[src/source/fpalu_pkg.sv]
// FPALU shared definitions: number formats, opcodes and pipeline stage records
package fpalu_pkg;

	// FP16 operand fields, value (1024 + frac) * 2^(e - 25)
	localparam int FP16_EXP_W  = 5;
	localparam int FP16_FRAC_W = 10;
	localparam int FP16_BIAS   = 15;
	localparam int FP16_MAN_W  = FP16_FRAC_W + 1; // With hidden one

	// FP29i fields, value man * 2^(exp - 53)
	localparam int FP29_EXP_W = 6;
	localparam int FP29_MAN_W = 22;
	localparam int FP29_BIAS  = 31;

	localparam int SUM_W = FP29_MAN_W + 1; // Mantissa plus carry

	// Booth radix-4 multiplier geometry
	localparam int BOOTH_DIGITS = 6;              // 11-bit multiplier plus zero pad
	localparam int PP_W         = FP16_MAN_W + 1; // Room for 2x multiplicand
	localparam int PS0_W        = 19;             // Digits 0..2
	localparam int PS1_W        = 16;             // Digits 3..5, weight 2^6

	localparam int LZC_W = 5; // Counts 0..23

	// Product exponent offset
	// 22-bit product sits at mag weight 2^(ea + eb - 50), mag weight is 2^(exp - 54)
	localparam int MUL_EXP_ADJ = FP29_BIAS - 2 * FP16_BIAS + 3;

	typedef enum logic [1:0] {
		OP_IDLE  = 2'b00, // Bubble, no result
		OP_MUL16 = 2'b10,
		OP_ADD29 = 2'b11
	} fpalu_op_e;

	typedef struct packed {
		logic                  sgn;
		logic [FP29_EXP_W-1:0] exp;
		logic [FP29_MAN_W-1:0] man;
	} fp_operand_t;

	// One spare bit so the exponent can dip or carry before final truncation
	typedef logic signed [FP29_EXP_W:0] exp_ext_t;

	typedef struct packed {
		fpalu_op_e        op;  // Tag for the whole pipe
		logic [SUM_W-1:0] lhs;
		logic [SUM_W-1:0] rhs; // Inverted when sub
		logic             sub; // Also the carry-in
		logic             sgn;
		exp_ext_t         exp;
	} add_term_t;

	typedef struct packed {
		logic [PS0_W-1:0] ps0;
		logic [PS1_W-1:0] ps1;
		logic             corr; // Sign bit of digit 2
		logic             sgn;
		exp_ext_t         exp;
	} mul_term_t;

	typedef struct packed {
		fpalu_op_e        op;
		logic [SUM_W-1:0] mag;
		logic             sgn;
		exp_ext_t         exp;
	} sum_t;

endpackage
[src/source/fpalu_top.sv]
// FPALU top level, five-stage FP16 multiply and FP29i add pipeline
`timescale 1ns/100ps

module fpalu_top (
	input  logic                   clk,
	input  logic                   arst_n,
	input  fpalu_pkg::fpalu_op_e   op,
	input  fpalu_pkg::fp_operand_t a,
	input  fpalu_pkg::fp_operand_t b,
	output fpalu_pkg::fp_operand_t y,
	output logic                   y_valid
);

	fpalu_pkg::add_term_t add_term; // Stage 3 add pair and op tag
	fpalu_pkg::mul_term_t mul_term; // Stage 3 partial sums
	fpalu_pkg::sum_t      sum;      // Stage 4 raw magnitude

	align_stage align_stage_i (
		.clk      (clk),
		.arst_n   (arst_n),
		.op       (op),
		.a        (a),
		.b        (b),
		.add_term (add_term)
	);

	booth_mul_stage booth_mul_stage_i (
		.clk      (clk),
		.arst_n   (arst_n),
		.op       (op),
		.a        (a),
		.b        (b),
		.mul_term (mul_term)
	);

	unified_sum unified_sum_i (
		.clk      (clk),
		.arst_n   (arst_n),
		.add_term (add_term),
		.mul_term (mul_term),
		.sum      (sum)
	);

	result_normalize result_normalize_i (
		.clk     (clk),
		.arst_n  (arst_n),
		.sum     (sum),
		.y       (y),
		.y_valid (y_valid)
	);

endmodule

[src/source/result_normalize.sv]
// Stages 4 and 5, leading-zero count and normalization of the raw sum
`timescale 1ns/100ps

module result_normalize (
	input  logic                   clk,
	input  logic                   arst_n,
	input  fpalu_pkg::sum_t        sum,
	output fpalu_pkg::fp_operand_t y,
	output logic                   y_valid
);

	typedef logic [fpalu_pkg::LZC_W-1:0] lzc_t;
	typedef logic [fpalu_pkg::SUM_W-1:0] mag_t;

	lzc_t                lz, lz_s4;
	mag_t                mag_s4, norm;
	logic                sgn_s4, valid_s4;
	logic                is_zero;
	fpalu_pkg::exp_ext_t exp_s4, exp_fin;

	// All zeros counts as the full width
	function automatic lzc_t lead_zeros(input mag_t v);
		lzc_t n;
		logic found;
		n     = lzc_t'(fpalu_pkg::SUM_W);
		found = 1'b0;
		for (int i = fpalu_pkg::SUM_W - 1; i >= 0; i--) begin
			if (!found && v[i]) begin
				n     = lzc_t'(fpalu_pkg::SUM_W - 1 - i);
				found = 1'b1;
			end
		end
		return n;
	endfunction

	// Stage 4
	assign lz = lead_zeros(sum.mag);

	always_ff @(posedge clk or negedge arst_n) begin
		if (!arst_n) begin
			valid_s4 <= 1'b0;
		end else begin
			valid_s4 <= (sum.op != fpalu_pkg::OP_IDLE);
		end
	end

	always_ff @(posedge clk) begin
		mag_s4 <= sum.mag;
		lz_s4  <= lz;
		sgn_s4 <= sum.sgn;
		exp_s4 <= sum.exp;
	end

	// Stage 5, top one to bit 22, bit 0 dropped
	assign norm    = mag_s4 << lz_s4;
	assign is_zero = (mag_s4 == '0);
	assign exp_fin = exp_s4 - fpalu_pkg::exp_ext_t'(lz_s4);

	always_ff @(posedge clk or negedge arst_n) begin
		if (!arst_n) begin
			y_valid <= 1'b0;
		end else begin
			y_valid <= valid_s4;
		end
	end

	always_ff @(posedge clk) begin
		if (valid_s4) begin // Hold last result across bubbles
			y.sgn <= is_zero ? 1'b0 : sgn_s4;
			y.exp <= is_zero ? '0 : exp_fin[fpalu_pkg::FP29_EXP_W-1:0]; // Wraps out of range
			y.man <= norm[fpalu_pkg::SUM_W-1:1];
		end
	end

	// Every result leaves normalized or as the canonical zero
	a_normalized: assert property (@(posedge clk) disable iff (!arst_n)
		y_valid |-> (y.man[fpalu_pkg::FP29_MAN_W-1] || (y == '0)));

endmodule

[src/source/unified_sum.sv]
// Stage 3 shared mantissa adder for add and multiply terms
`timescale 1ns/100ps

module unified_sum (
	input  logic                 clk,
	input  logic                 arst_n,
	input  fpalu_pkg::add_term_t add_term,
	input  fpalu_pkg::mul_term_t mul_term,
	output fpalu_pkg::sum_t      sum
);

	logic                        is_mul;
	logic [fpalu_pkg::SUM_W-1:0] lhs, rhs, mag, mag_q;
	logic                        cin;
	logic [fpalu_pkg::SUM_W:0]   total; // With carry out
	logic                        sgn_q;
	fpalu_pkg::exp_ext_t         exp_q;
	fpalu_pkg::fpalu_op_e        op_q;

	assign is_mul = (add_term.op == fpalu_pkg::OP_MUL16);

	always_comb begin
		if (is_mul) begin
			lhs = {{(fpalu_pkg::SUM_W - fpalu_pkg::PS0_W){1'b0}}, mul_term.ps0};
			rhs = {1'b0, mul_term.ps1, 1'b0, mul_term.corr, 4'b0000}; // ps1 at 2^6, corr at 2^4
			cin = 1'b0;
		end else begin
			lhs = add_term.lhs;
			rhs = add_term.rhs;
			cin = add_term.sub; // Completes the two's complement
		end
	end

	assign total = {1'b0, lhs} + {1'b0, rhs} + {{fpalu_pkg::SUM_W{1'b0}}, cin};
	assign mag   = is_mul ? {1'b0, total[fpalu_pkg::SUM_W-2:0]} : total[fpalu_pkg::SUM_W-1:0];

	always_ff @(posedge clk or negedge arst_n) begin
		if (!arst_n) begin
			op_q <= fpalu_pkg::OP_IDLE;
		end else begin
			op_q <= add_term.op;
		end
	end

	always_ff @(posedge clk) begin
		mag_q <= mag;
		sgn_q <= is_mul ? mul_term.sgn : add_term.sgn;
		exp_q <= is_mul ? mul_term.exp : add_term.exp;
	end

	assign sum = '{op: op_q, mag: mag_q, sgn: sgn_q, exp: exp_q};

	// Operand order upstream keeps every difference non-negative
	a_no_borrow: assert property (@(posedge clk) disable iff (!arst_n)
		(add_term.op == fpalu_pkg::OP_ADD29 && add_term.sub) |-> total[fpalu_pkg::SUM_W]);

endmodule

[src/source/booth_mul_stage.sv]
// FP16 multiply stages 1 and 2, radix-4 Booth partial products and partial sums
`timescale 1ns/100ps

module booth_mul_stage (
	input  logic                   clk,
	input  logic                   arst_n,
	input  fpalu_pkg::fpalu_op_e   op,
	input  fpalu_pkg::fp_operand_t a,
	input  fpalu_pkg::fp_operand_t b,
	output fpalu_pkg::mul_term_t   mul_term
);

	typedef logic [fpalu_pkg::PP_W-1:0] pp_t;

	typedef struct packed {
		logic [fpalu_pkg::FP16_EXP_W-1:0] e; // Effective exponent
		logic [fpalu_pkg::FP16_MAN_W-1:0] m; // Integer significand
	} fp16_t;

	fp16_t ua, ub;
	logic [2*fpalu_pkg::BOOTH_DIGITS+1:0] mb_ext;
	pp_t  pp_s1 [fpalu_pkg::BOOTH_DIGITS];
	pp_t  pp_s2 [fpalu_pkg::BOOTH_DIGITS];
	logic [fpalu_pkg::BOOTH_DIGITS-1:0] neg_s1;
	logic [fpalu_pkg::BOOTH_DIGITS-2:0] neg_s2; // Top digit is never negative
	logic sgn_s2;
	logic mul_s2;                               // Stage 2 holds a multiply
	fpalu_pkg::exp_ext_t exp_s1, exp_s2;
	logic [fpalu_pkg::PS0_W-1:0] ps0;
	logic [fpalu_pkg::PS1_W-1:0] ps1;

	// Subnormal reads as exponent 1 without the hidden one
	function automatic fp16_t unpack(input fpalu_pkg::fp_operand_t x);
		fp16_t u;
		u.m = {x.exp[fpalu_pkg::FP16_EXP_W-1:0] != '0, x.man[fpalu_pkg::FP16_FRAC_W-1:0]};
		u.e = (x.exp[fpalu_pkg::FP16_EXP_W-1:0] == '0) ? 1 : x.exp[fpalu_pkg::FP16_EXP_W-1:0];
		return u;
	endfunction

	// Returns {neg, pp}, negative digits as one's complement
	function automatic logic [fpalu_pkg::PP_W:0] booth_digit(
		input logic [fpalu_pkg::FP16_MAN_W-1:0] m,
		input logic [2:0]                       grp
	);
		pp_t  mag;
		logic neg;
		case (grp)
			3'b001, 3'b010, 3'b101, 3'b110: mag = {1'b0, m}; // +-1
			3'b011, 3'b100:                 mag = {m, 1'b0}; // +-2
			default:                        mag = '0;
		endcase
		neg = grp[2] & ~(grp[1] & grp[0]); // 111 is zero, not minus zero
		return {neg, neg ? ~mag : mag};
	endfunction

	assign ua     = unpack(a);
	assign ub     = unpack(b);
	assign mb_ext = {2'b00, ub.m, 1'b0};
	assign exp_s1 = fpalu_pkg::exp_ext_t'(ua.e) + fpalu_pkg::exp_ext_t'(ub.e)
		+ fpalu_pkg::exp_ext_t'(fpalu_pkg::MUL_EXP_ADJ);

	always_comb begin
		for (int i = 0; i < fpalu_pkg::BOOTH_DIGITS; i++) begin
			{neg_s1[i], pp_s1[i]} = booth_digit(ua.m, mb_ext[2*i +: 3]);
		end
	end

	always_ff @(posedge clk or negedge arst_n) begin
		if (!arst_n) begin
			mul_s2 <= 1'b0;
		end else begin
			mul_s2 <= (op == fpalu_pkg::OP_MUL16);
		end
	end

	// Operands held while no multiply is in flight
	always_ff @(posedge clk) begin
		if (op == fpalu_pkg::OP_MUL16) begin
			pp_s2  <= pp_s1;
			neg_s2 <= neg_s1[fpalu_pkg::BOOTH_DIGITS-2:0];
			sgn_s2 <= a.sgn ^ b.sgn;
			exp_s2 <= exp_s1;
		end
	end

	// Sign extension folded into constant ones, sums wrap at 2^22
	always_comb begin
		ps0 = fpalu_pkg::PS0_W'({~neg_s2[0], neg_s2[0], neg_s2[0], pp_s2[0]})
			+ fpalu_pkg::PS0_W'({1'b1, ~neg_s2[1], pp_s2[1], 1'b0, neg_s2[0]})
			+ fpalu_pkg::PS0_W'({1'b1, ~neg_s2[2], pp_s2[2], 1'b0, neg_s2[1], 2'b00});
		ps1 = fpalu_pkg::PS1_W'({1'b1, ~neg_s2[3], pp_s2[3]})
			+ fpalu_pkg::PS1_W'({1'b1, ~neg_s2[4], pp_s2[4], 1'b0, neg_s2[3]})
			+ fpalu_pkg::PS1_W'({pp_s2[5], 1'b0, neg_s2[4], 2'b00});
	end

	always_ff @(posedge clk) begin
		if (mul_s2) begin
			mul_term <= '{ps0: ps0, ps1: ps1, corr: neg_s2[2], sgn: sgn_s2, exp: exp_s2};
		end
	end

endmodule

[src/source/align_stage.sv]
// FP29i add path stages 1 and 2 for operand ordering and mantissa alignment
`timescale 1ns/100ps

module align_stage (
	input  logic                   clk,
	input  logic                   arst_n,
	input  fpalu_pkg::fpalu_op_e   op,
	input  fpalu_pkg::fp_operand_t a,
	input  fpalu_pkg::fp_operand_t b,
	output fpalu_pkg::add_term_t   add_term
);

	typedef logic [fpalu_pkg::FP29_EXP_W-1:0] exp_t;
	typedef logic [fpalu_pkg::FP29_MAN_W-1:0] man_t;
	typedef logic [fpalu_pkg::SUM_W-1:0]      sum_w_t;

	typedef struct packed {
		logic sgn;   // Sign of the larger operand
		logic sub;   // Signs differ
		exp_t l_exp;
		exp_t r_exp;
		man_t l_man;
		man_t r_man;
	} order_t;

	logic   a_zero, b_zero, a_ge_b;
	order_t ord, ord_s2;
	fpalu_pkg::fpalu_op_e op_s2, op_s3;

	exp_t                diff;
	man_t                aligned;
	sum_w_t              lhs, rhs, lhs_q, rhs_q;
	logic                sub_q, sgn_q;
	fpalu_pkg::exp_ext_t exp_nxt, exp_q;

	// Stage 1 magnitude compare with zero always smallest
	assign a_zero = (a.man == '0);
	assign b_zero = (b.man == '0);
	assign a_ge_b = b_zero || (!a_zero && ({a.exp, a.man} >= {b.exp, b.man}));

	always_comb begin
		ord.sgn   = a_ge_b ? a.sgn : b.sgn;
		ord.sub   = a.sgn ^ b.sgn;
		ord.l_exp = a_ge_b ? a.exp : b.exp; // Larger goes left
		ord.r_exp = a_ge_b ? b.exp : a.exp;
		ord.l_man = a_ge_b ? a.man : b.man;
		ord.r_man = a_ge_b ? b.man : a.man;
	end

	always_ff @(posedge clk or negedge arst_n) begin
		if (!arst_n) begin
			op_s2 <= fpalu_pkg::OP_IDLE;
		end else begin
			op_s2 <= op;
		end
	end

	always_ff @(posedge clk) begin
		ord_s2 <= ord;
	end

	// Stage 2 truncating right shift of the smaller mantissa
	assign diff    = ord_s2.l_exp - ord_s2.r_exp; // Non-negative unless right is zero
	assign aligned = (diff >= exp_t'(fpalu_pkg::FP29_MAN_W)) ? '0 : (ord_s2.r_man >> diff);
	assign lhs     = {1'b0, ord_s2.l_man};
	assign rhs     = {1'b0, aligned} ^ {fpalu_pkg::SUM_W{ord_s2.sub}}; // One's complement
	assign exp_nxt = fpalu_pkg::exp_ext_t'(ord_s2.l_exp) + 1'b1;        // Carry bit weight

	always_ff @(posedge clk or negedge arst_n) begin
		if (!arst_n) begin
			op_s3 <= fpalu_pkg::OP_IDLE;
		end else begin
			op_s3 <= op_s2;
		end
	end

	always_ff @(posedge clk) begin
		lhs_q <= lhs;
		rhs_q <= rhs;
		sub_q <= ord_s2.sub;
		sgn_q <= ord_s2.sgn;
		exp_q <= exp_nxt;
	end

	assign add_term = '{op: op_s3, lhs: lhs_q, rhs: rhs_q, sub: sub_q, sgn: sgn_q, exp: exp_q};

	// Aligned right mantissa never exceeds the left one for normalized inputs
	a_left_larger: assert property (@(posedge clk) disable iff (!arst_n)
		(op_s2 == fpalu_pkg::OP_ADD29) |-> (ord_s2.l_man >= aligned));

endmodule

[config.mk]
export PLATFORM = sky130hd
export DESIGN_NAME = fpalu_top
export DESIGN_NICKNAME = d
export VERILOG_FILES = /design/src/source/fpalu_pkg.sv /design/src/source/fpalu_top.sv /design/src/source/result_normalize.sv /design/src/source/unified_sum.sv /design/src/source/booth_mul_stage.sv /design/src/source/align_stage.sv
export SDC_FILE = /design/constraint.sdc
export NUM_CORES = 1
export LEC_CHECK = 0
export ABC_AREA = 1
export BUFFER_PORTS_ARGS = -buffer_cell sky130_fd_sc_hd__buf_4
export CORE_UTILIZATION = 45
export CTS_CLUSTER_DIAMETER = 50
export DETAILED_ROUTE_END_ITERATION = 10
export SYNTH_ARGS = -nofsm -noshare
export SYNTH_HDL_FRONTEND = slang
export SYNTH_SLANG_ARGS = --single-unit
[constraint.sdc]
create_clock -name clk -period 5.6 [get_ports clk]
set_input_delay 1.12 -clock clk [delete_from_list [all_inputs] [get_ports clk]]
set_output_delay 1.12 -clock clk [all_outputs]
set_load 0.1 [all_outputs]
## After elaboration in Yosys (flattened, before gate mapping)

Index checks and enable logic that the tools add are counted.

- Output and inout bits: 30
- Register bits: 341

- Equality and inequality tests: 32
- Add/subtract/negate cells: 11
- Muxes and demuxes: 68
- $lt $le $gt $ge: 2
- Reduce and logical (&&, ||, !) cells: 67
- Bitwise gates (word level): 24
- Shift-type cells: 2

Operator list:

| kind | number |
|---|---|
| 12-bit one-hot mux with 2 select lines | 6 |
| 5-bit two-way mux | 18 |
| 22-bit two-way mux | 4 |
| 12-bit two-way mux | 5 |
| 12-bit inverter | 5 |
| 22-bit zero test | 2 |
| 3-bit equality test (second input constant) | 12 |
| 28-bit greater-or-equal comparator | 1 |
| 1-bit two-way mux | 25 |
| 3-bit by 2-bit equality test with 1-bit output (second input constant) | 8 |
| 22-bit by 23-bit adder with 23-bit output | 1 |
| 23-bit by 1-bit adder with 23-bit output | 1 |
| 1-bit logical AND | 23 |
| 1-bit zero test | 23 |
| 23-bit zero test | 1 |
| 23-bit two-way mux | 1 |
| 23-bit by 5-bit left shift with 23-bit output | 1 |
| 22-bit by 23-bit XOR with 23-bit output | 1 |
| 22-bit by 6-bit >> shifter with 22-bit output | 1 |
| 19-bit by 18-bit adder with 19-bit output | 1 |
| 6-bit two-way mux | 3 |
| 15-bit by 16-bit adder with 17-bit output | 1 |
| 14-bit by 16-bit adder with 16-bit output | 1 |
| 16-bit adder | 1 |
| other kinds (21) | 60 |

## Longest topological paths before layout

Gate-level depths: netlist (run 1).

- Depth in word-level cells: 67
- Gate-level depth with buffers: 20

## Modules after synthesis

A second synthesis (run 1) with hierarchy kept.

- Cells, all modules: 2437
- Area, all modules: 19685.1 um^2

By module, submodules not included:

| module | sequential area each (um^2) | area an instance (um^2) | cells each | times used |
|---|---|---|---|---|
| booth_mul_stage | 3898.7 | 7941.4 | 776 | 1 |
| align_stage | 2322.2 | 5785.5 | 808 | 1 |
| result_normalize | 1621.6 | 3240.6 | 398 | 1 |
| unified_sum | 670.6 | 2717.6 | 455 | 1 |

## Worst setup path before layout (run 1)

No wires, ideal clock.

- Path kind: input port to flip-flop
- Start: in op[1]
- End: reg booth_mul_stage_i.exp_s2[0] (enable)
- Data required time: 5070 ps
- Data arrival time: 4703 ps
- Setup time: 530 ps
- Setup slack: 367 ps
- Cell stages on the path: 2
- Buffers on the path: 0
- Cell sequence: inv_1 nor2_1

- Cells in the longest elaborated chain, start to end: 1

Ends and longest elaborated chain:

| item | line | text |
|---|---|---|
| start: declaration | fpalu_top.sv:7 | `input fpalu_pkg::fpalu_op_e op,` |
| 2-bit equality test | booth_mul_stage.sv:78 | `if (op == fpalu_pkg::OP_MUL16) begin` |
| end signal: assignment | booth_mul_stage.sv:82 | `exp_s2 <= exp_s1;` |
| end: declaration | booth_mul_stage.sv:28 | `fpalu_pkg::exp_ext_t exp_s1, exp_s2;` |

Every way passes these cells.
A chain may end at the register's enable or synchronous reset.

## Worst setup path after layout (run 1)

- Start: reg booth_mul_stage_i.pp_s2[50] (netlist name)
- End: reg booth_mul_stage_i.mul_term[43] (netlist name)

- Cells in the longest elaborated chain, start to end: 2

Ends and longest elaborated chain:

| item | line | text |
|---|---|---|
| start: declaration | booth_mul_stage.sv:23 | `pp_t pp_s2 [fpalu_pkg::BOOTH_DIGITS];` |
| start signal: assignment | booth_mul_stage.sv:79 | `pp_s2 <= pp_s1;` |
| 15-bit by 16-bit adder with 17-bit output | booth_mul_stage.sv:89 | `+ fpalu_pkg::PS0_W'({1'b1, ~neg_s2[1], pp_s2[1], 1'b0, neg_s2[0]})` |
| 19-bit by 18-bit adder with 19-bit output | booth_mul_stage.sv:90 | `+ fpalu_pkg::PS0_W'({1'b1, ~neg_s2[2], pp_s2[2], 1'b0, neg_s2[1], 2'b00});` |
| named net booth_mul_stage_i.ps0 (one bit) | booth_mul_stage.sv:29 | `logic [fpalu_pkg::PS0_W-1:0] ps0;` |

The timed path passes the listed nets, and every way through them passes these cells.

==> results.ini, run 1 <==
[critical_path]
arrival_ps = 3880
worstPathRequired_ps = 5920
crit_buf_inv = 2
worstSetupPathType = reg -> reg
startpoint_type = register
path_cells = ha_1, inv_1, nor3_1, nand2_1, nand2_1, a21oi_1, o21ai_0, nand2_1, nand2_1, a21oi_1, xor2_1, ha_1, a21oi_1, a21boi_1, o21ai_0, nand2_1, inv_1, a21boi_1, o21ai_0
slowest_stage = ha_1
crit_top_cell = nand2_1
end_kind = register
cp_top_family = compound AO/OA/AOI/OAI gates
slowest_delay_ps = 380
path_max_fanout = 4

[floorplan]
pin_count = 92
rows = 73
start_util = 0.460
die_h_um = 204
die_area_um2 = 41800
die_w_um = 204
core_area_um2 = 40100

[finish]
finalNetCount = 2387
num_antenna_cells = 0
drive_gt1_frac = 0.102
syn_to_final_growth_pct = 14.0

[synthesis]
synthArstFlopShare = 0.0265
seq_area_frac_synth = 0.456
synthTopCellsByArea = edfxtp_1 (25%), dfxtp_1 (19%), nand2_1 (11%)
synthTopCellsByCount = nand2_1 (528), inv_1 (212), dfxtp_1 (175)
ys_types = 59
syn_area_um2 = 18400
netlist.top_cell.by_area = edfxtp_1
syn_nets = 2322
synth_seq_cells = 340
synthFlopType = dfxtp_1
yosys_warnings = 0
synth_area_per_cell_um2 = 8.68
synth_edf_count = 156
yosysMostFrequentCell = nand2_1
yosys.area.top_type_share = 0.254
syn_inst = 2126

[global_routing]
overflow = 0
grt_use_total = 0.227
grt_pass1_wl_um = 74200
grt_max_degree = 59
grt_antenna_before_repair = 1
grt_pass1_vias = 13700

[cts]
clk_pin_slew_ps = 60
cts.sink_count = 340
clk_latency_ps = 580
cts_hold_buffers = 0
post-cts-setup-buffers = 0
htreeDepth = 2
cts_max_path_buffers = 3
cts_buffers = 44
cts_tree = done
cts-root-buf = clkbuf_16
post_cts_resized = 0

[timing]
max_slew_margin = 0.240
fin_crit_ps = 3560
max_freq_ghz = 0.281
rsz0062_at_grt = false
fin_worst_skew_ps = 21.1
hold_viol_final = 0
finalMaxSlewViolations = 0
setup-tns-final_ps = 0
timing.final.crit_share = 0.636
timing.final.ws_setup_ps = 2040
setup_viol = 0
tightestPinTransition_ps = 1140

[placement]
dp_hpwl_um = 35200
place_ws_ps = 1640
place_congestion = 0.954
io_buffers = 91

[run]
cap_violations = 0

[route]
initialDrtViolationCount = 832
drtAntennaViolNets = 0
post_drt_wl_per_cell_um = 16.9
drc_errors = 0
firstDrtPassIters = 6
routed_wl_um = 46600
via_per_inst = 5.23
num_vias = 14400

[power_and_ir_drop]
p_leak_nw = 9.67
ir_drop_mv = 0.555
p_per_area_nw_per_um2 = 520

[outcome]
status = completed

[worst_hold_path]
hold_path_class = reg -> reg

## worst paths after layout
path	start	endpoint	slack, ps	cells past startpoint
setup / recovery	booth_mul_stage_i.pp_s2[50]	booth_mul_stage_i.mul_term[43]	2040	19
hold / removal	align_stage_i.lhs[2]	align_stage_i.lhs_q[2]	330	0
setup reg to reg	booth_mul_stage_i.pp_s2[50]	booth_mul_stage_i.mul_term[43]	2040	19
hold reg to reg	align_stage_i.lhs[2]	align_stage_i.lhs_q[2]	330	0
max in group asynchronous	arst_n	booth_mul_stage_i.mul_s2	5100	1
min in group asynchronous	arst_n	unified_sum_i.op_q[1]	350	1
## layer usage
metal	global-route usage	up-vias	share of wire
met5	0	-	0
li1	-	7252	-
met4	0.0597	0	0.021
met3	0.0370	66	0.052
met2	0.370	369	0.46
met1	0.310	6691	0.46
## cell usage in the layout, fill, tap and decap left out, types with 18 or more instances in the layout
cell | synthesis | routed
ha_1 | 119 | 119
o22ai_1 | 66 | 66
xnor2_1 | 18 | 18
edfxtp_1 | 156 | 156
buf_4 | 5 | 104
o21ai_0 | 113 | 113
clkbuf_16 | 0 | 46
nand2_1 | 528 | 528
nor2_1 | 113 | 111
nand3_1 | 112 | 112
xor2_1 | 127 | 127
a21oi_1 | 91 | 91
inv_1 | 212 | 212
nand4_1 | 28 | 28
dfxtp_1 | 175 | 175
## state kept, by name (all words and copies together), names as in the netlist, 6 cells and up
name	cells
align_stage_i.lhs_q	22
align_stage_i.exp_q	6
result_normalize_i.exp_s4	6
align_stage_i.lhs	22
booth_mul_stage_i.pp_s2	72
result_normalize_i.y	29
booth_mul_stage_i.mul_term	43
align_stage_i.ord_s2	36
unified_sum_i.exp_q	6
result_normalize_i.mag_s4	23
booth_mul_stage_i.exp_s2	6
align_stage_i.rhs_q	23
unified_sum_i.mag_q	23
## metrics by stage
stage               area (um^2)  utilization  total power, mW  hold WS [ps]  std cells
floorplan                 18400            -             7.02           310       2126
global placement          19500        0.487             8.07           314       2670
detailed placement        19500        0.487             8.11           316       2670
CTS                       21000        0.524             11.0           323       2751
global route              21000        0.524             11.6           326       2751
finish                    21000        0.524             10.9           326       2751
## cell families (layout without fill, tap and decap cells)
| family | after synthesis | count (layout) | synth area share |
|---|---|---|---|
| simple gates | 827 | 827 | 0.187 |
| compound gates | 351 | 351 | 0.112 |
| flops | 340 | 340 | 0.456 |
| buf+inv | 311 | 411 | 0.0669 |
| xor+xnor | 148 | 148 | 0.0727 |
| fa+ha+maj | 134 | 134 | 0.0970 |
| mux | 15 | 15 | 0.00814 |
## where the power goes
part           leakage [nW]  total [mW]  switching, mW  internal [mW]
Combinational          5.87        4.35           3.00           1.35
Clock                 0.741        2.86           1.15           1.71
Sequential             3.06        3.72          0.377           3.35
Total                  9.67        10.9           4.52           6.41
## final cells by class
type,instances,area (um^2)
repair buffers,104,781
clock buffers,61,1270
inverters,226,853
fillers,3741,19100
well taps,525,657
flip-flops and latches,340,8410
clock inverters,20,230
multi-input cells,1475,8820
## worst register-to-register path: stages (launching register included)
cell	delay [ps]
edfxtp_1	370
ha_1	380
inv_1	120
nor3_1	200
nand2_1	70
nand2_1	110
a21oi_1	80
o21ai_0	260
nand2_1	100
nand2_1	70
a21oi_1	110
xor2_1	190
ha_1	360
a21oi_1	140
a21boi_1	220
o21ai_0	130
nand2_1	70
inv_1	50
a21boi_1	190
o21ai_0	100
No activity file was read; power rests on OpenSTA's default activity.
==> run 2: changes to the inputs <==
==> constraint.sdc (replaced) <==
create_clock -name clk -period 3.4 [get_ports clk]
set_input_delay 0.68 -clock clk [delete_from_list [all_inputs] [get_ports clk]]
set_output_delay 0.68 -clock clk [all_outputs]
set_load 0.1 [all_outputs]
==> results.ini, run 2 (same netlist as run 1, synthesis figures left out) <==
[global_routing]
grt_use_total = 0.224  ; was 0.227
grt_pass1_vias = 13800  ; was 13700
grt_pass1_wl_um = 73300  ; was 74200 um
overflow = 0  ; unchanged
grt_antenna_before_repair = 2  ; was 1
grt_max_degree = 58  ; was 59

[cts]
cts_tree = done  ; unchanged
cts.sink_count = 340  ; unchanged
clk_pin_slew_ps = 60  ; about the same
htreeDepth = 2  ; unchanged
cts-root-buf = clkbuf_16  ; unchanged
cts_max_path_buffers = 3  ; unchanged
clk_latency_ps = 550  ; was 580 ps
cts_buffers = 41  ; was 44

[route]
initialDrtViolationCount = 1026  ; was 832
via_per_inst = 5.22  ; was 5.23
drtAntennaViolNets = 0  ; unchanged
firstDrtPassIters = 5  ; was 6
routed_wl_um = 46200  ; was 46600 um
drc_errors = 0  ; unchanged
post_drt_wl_per_cell_um = 16.7  ; was 16.9 um
num_vias = 14500  ; was 14400

[critical_path]
startpoint_type = register  ; unchanged
worstSetupPathType = reg -> reg  ; unchanged
arrival_ps = 3500  ; was 3880 ps
path_max_fanout = 4  ; unchanged
worstPathRequired_ps = 3700  ; was 5920 ps
end_kind = register  ; unchanged

[timing]
fin_worst_skew_ps = 8.10  ; was 21.1 ps
max_slew_margin = 0.143  ; was 0.240
setup_viol = 0  ; unchanged
fin_crit_ps = 3200  ; was 3560 ps
timing.final.crit_share = 0.942  ; was 0.636
finalMaxSlewViolations = 0  ; unchanged
hold_viol_final = 0  ; unchanged
tightestPinTransition_ps = 1270  ; was 1140 ps
max_freq_ghz = 0.312  ; was 0.281 GHz

[power_and_ir_drop]
p_int_mw = 10.7  ; was 6.41 mW
p_per_area_nw_per_um2 = 850  ; was 520 nW/um^2
p_switching_mw = 7.41  ; was 4.52 mW
power_frac_seq = 0.335  ; was 0.340
sw_frac_of_total = 0.409  ; was 0.414
clockPowerShare = 0.258  ; was 0.262
ir_drop_mv = 0.871  ; was 0.555 mV
p_leak_nw = 9.81  ; was 9.67 nW
combPwrFrac = 0.408  ; was 0.398

[finish]
finalNetCount = 2410  ; was 2387
largest_register_ffs = 72  ; unchanged
reg_top3 = booth_mul_stage_i.pp_s2 x72, booth_mul_stage_i.mul_term x43, align_stage_i.ord_s2 x36  ; unchanged
postLayoutCoreUtil = 0.532  ; was 0.524
layout_commonest_cell = nand2_1  ; unchanged
largest-register = booth_mul_stage_i.pp_s2  ; unchanged
num_antenna_cells = 0  ; unchanged
syn_to_final_growth_pct = 15.7  ; was 14.0%
layout_common_cells = nand2_1 (527), inv_1 (212), dfxtp_1 (175)  ; was nand2_1 (528), inv_1 (212), dfxtp_1 (175)
drive_gt1_frac = 0.117  ; was 0.102
stdcell_area_um2 = 21300  ; was 21000 um^2
fillCellCount = 3699  ; was 3741

[floorplan]
pin_count = 92  ; unchanged
core_area_um2 = 40100  ; unchanged
rows = 73  ; unchanged
die_area_um2 = 41800  ; unchanged
start_util = 0.460  ; unchanged
die_w_um = 204  ; unchanged
die_h_um = 204  ; unchanged

[run]
cap_violations = 0  ; unchanged

[worst_hold_path]
hold_path_class = in -> reg  ; was reg -> reg

[placement]
io_buffers = 91  ; unchanged
place_congestion = 0.890  ; was 0.954
placed_area_um2 = 19800  ; was 19500 um^2
dp_hpwl_um = 35500  ; was 35200 um

[outcome]
status = completed  ; unchanged

[run 2: changes by cell type in the layout (fill, tap and decap cells not counted), moves of 5 or more]
cell	before	now
buf_4	104	125
clkinv_2	2	7
clkbuf_1	8	1
inv_8	6	1
[run 2: final cells by class]
cell class                      instances  area (um^2)  share of cell area
Clock buffer                           49         1170              0.0549
Tap cell                              525          657              0.0308
Clock inverter                         27          313              0.0147
Timing Repair Buffer                  130         1030              0.0482
Inverter                              226          853              0.0400
Sequential cell                       340         8410               0.394
Multi-Input combinational cell       1475         8900               0.417
[run 2: through the flow]
stage / total power, mW / cells / setup slack [ps] / setup TNS [ps] / hold WS [ps]
after floorplan: 11.6 / 2126 / 75.5 / 0 / 310
final: 18.1 / 2772 / 199 / 0 / 246
after CTS: 18.2 / 2771 / 30.7 / 0 / 215
after global placement: 13.4 / 2694 / 70.7 / 0 / 314
after global routing: 19.3 / 2772 / -6.05 / -6.51 / 225
after detailed placement: 13.5 / 2694 / 53.0 / 0 / 312
[run 2: path summary, 6_finish.rpt]
check,cells past startpoint,endpoint,slack (ps),from
hold reg to reg,0,align_stage_i.lhs_q[20],330,align_stage_i.lhs[20]
setup reg to reg,19,booth_mul_stage_i.mul_term[43],200,booth_mul_stage_i.pp_s2[52]
max in group asynchronous,2,booth_mul_stage_i.mul_s2,2770,arst_n
setup / recovery,19,booth_mul_stage_i.mul_term[43],200,booth_mul_stage_i.pp_s2[52]
min in group asynchronous,2,result_normalize_i.y_valid,490,arst_n
hold / removal,1,align_stage_i.op_s2[1],250,op[1]
[run 2: power by group through the flow]
stage | Sequential [mW] | Combinational (mW) | Clock (mW)
5_1_grt | 6.18 | 8.16 | 4.91
4_1_cts | 6.08 | 7.36 | 4.77
3_3_place_gp | 6.15 | 7.28 | 0
6_report | 6.07 | 7.39 | 4.67
2_1_floorplan | 7.19 | 4.37 | 0
3_5_place_dp | 6.16 | 7.31 | 0
[run 2: what timing repair did]
item | in CTS | in global routing
endpoints found under the hold margin | 9 | 0
resized for setup | 2 | 14
hold buffers | 1 | 0
buffers inserted | 0 | 1
pin swaps | 0 | 2
endpoints found under the setup margin | 2 | 6
[run 2: metal layers]
metal,vias up,wire length (um),global-route usage
li1,7298,-,-
met1,6689,21700,0.313
met2,377,20500,0.348
met3,93,2380,0.0357
met4,2,1640,0.0864
met5,-,13,0
[run 2: worst max-delay path, cell delays in order, from the launching register on]
cell and delay, ps:
edfxtp_1 420, ha_4 310, nand2_1 70, nor3_1 130
nand2_1 70, nand2_1 90, a21oi_1 70, o21ai_1 170
buf_4 140, xor2_1 140, inv_1 60, ha_1 330
a21oi_1 190, o21ai_2 100, a21boi_2 190, o21ai_2 80
nand2_1 60, inv_1 70, a21boi_2 170, o21ai_0 100
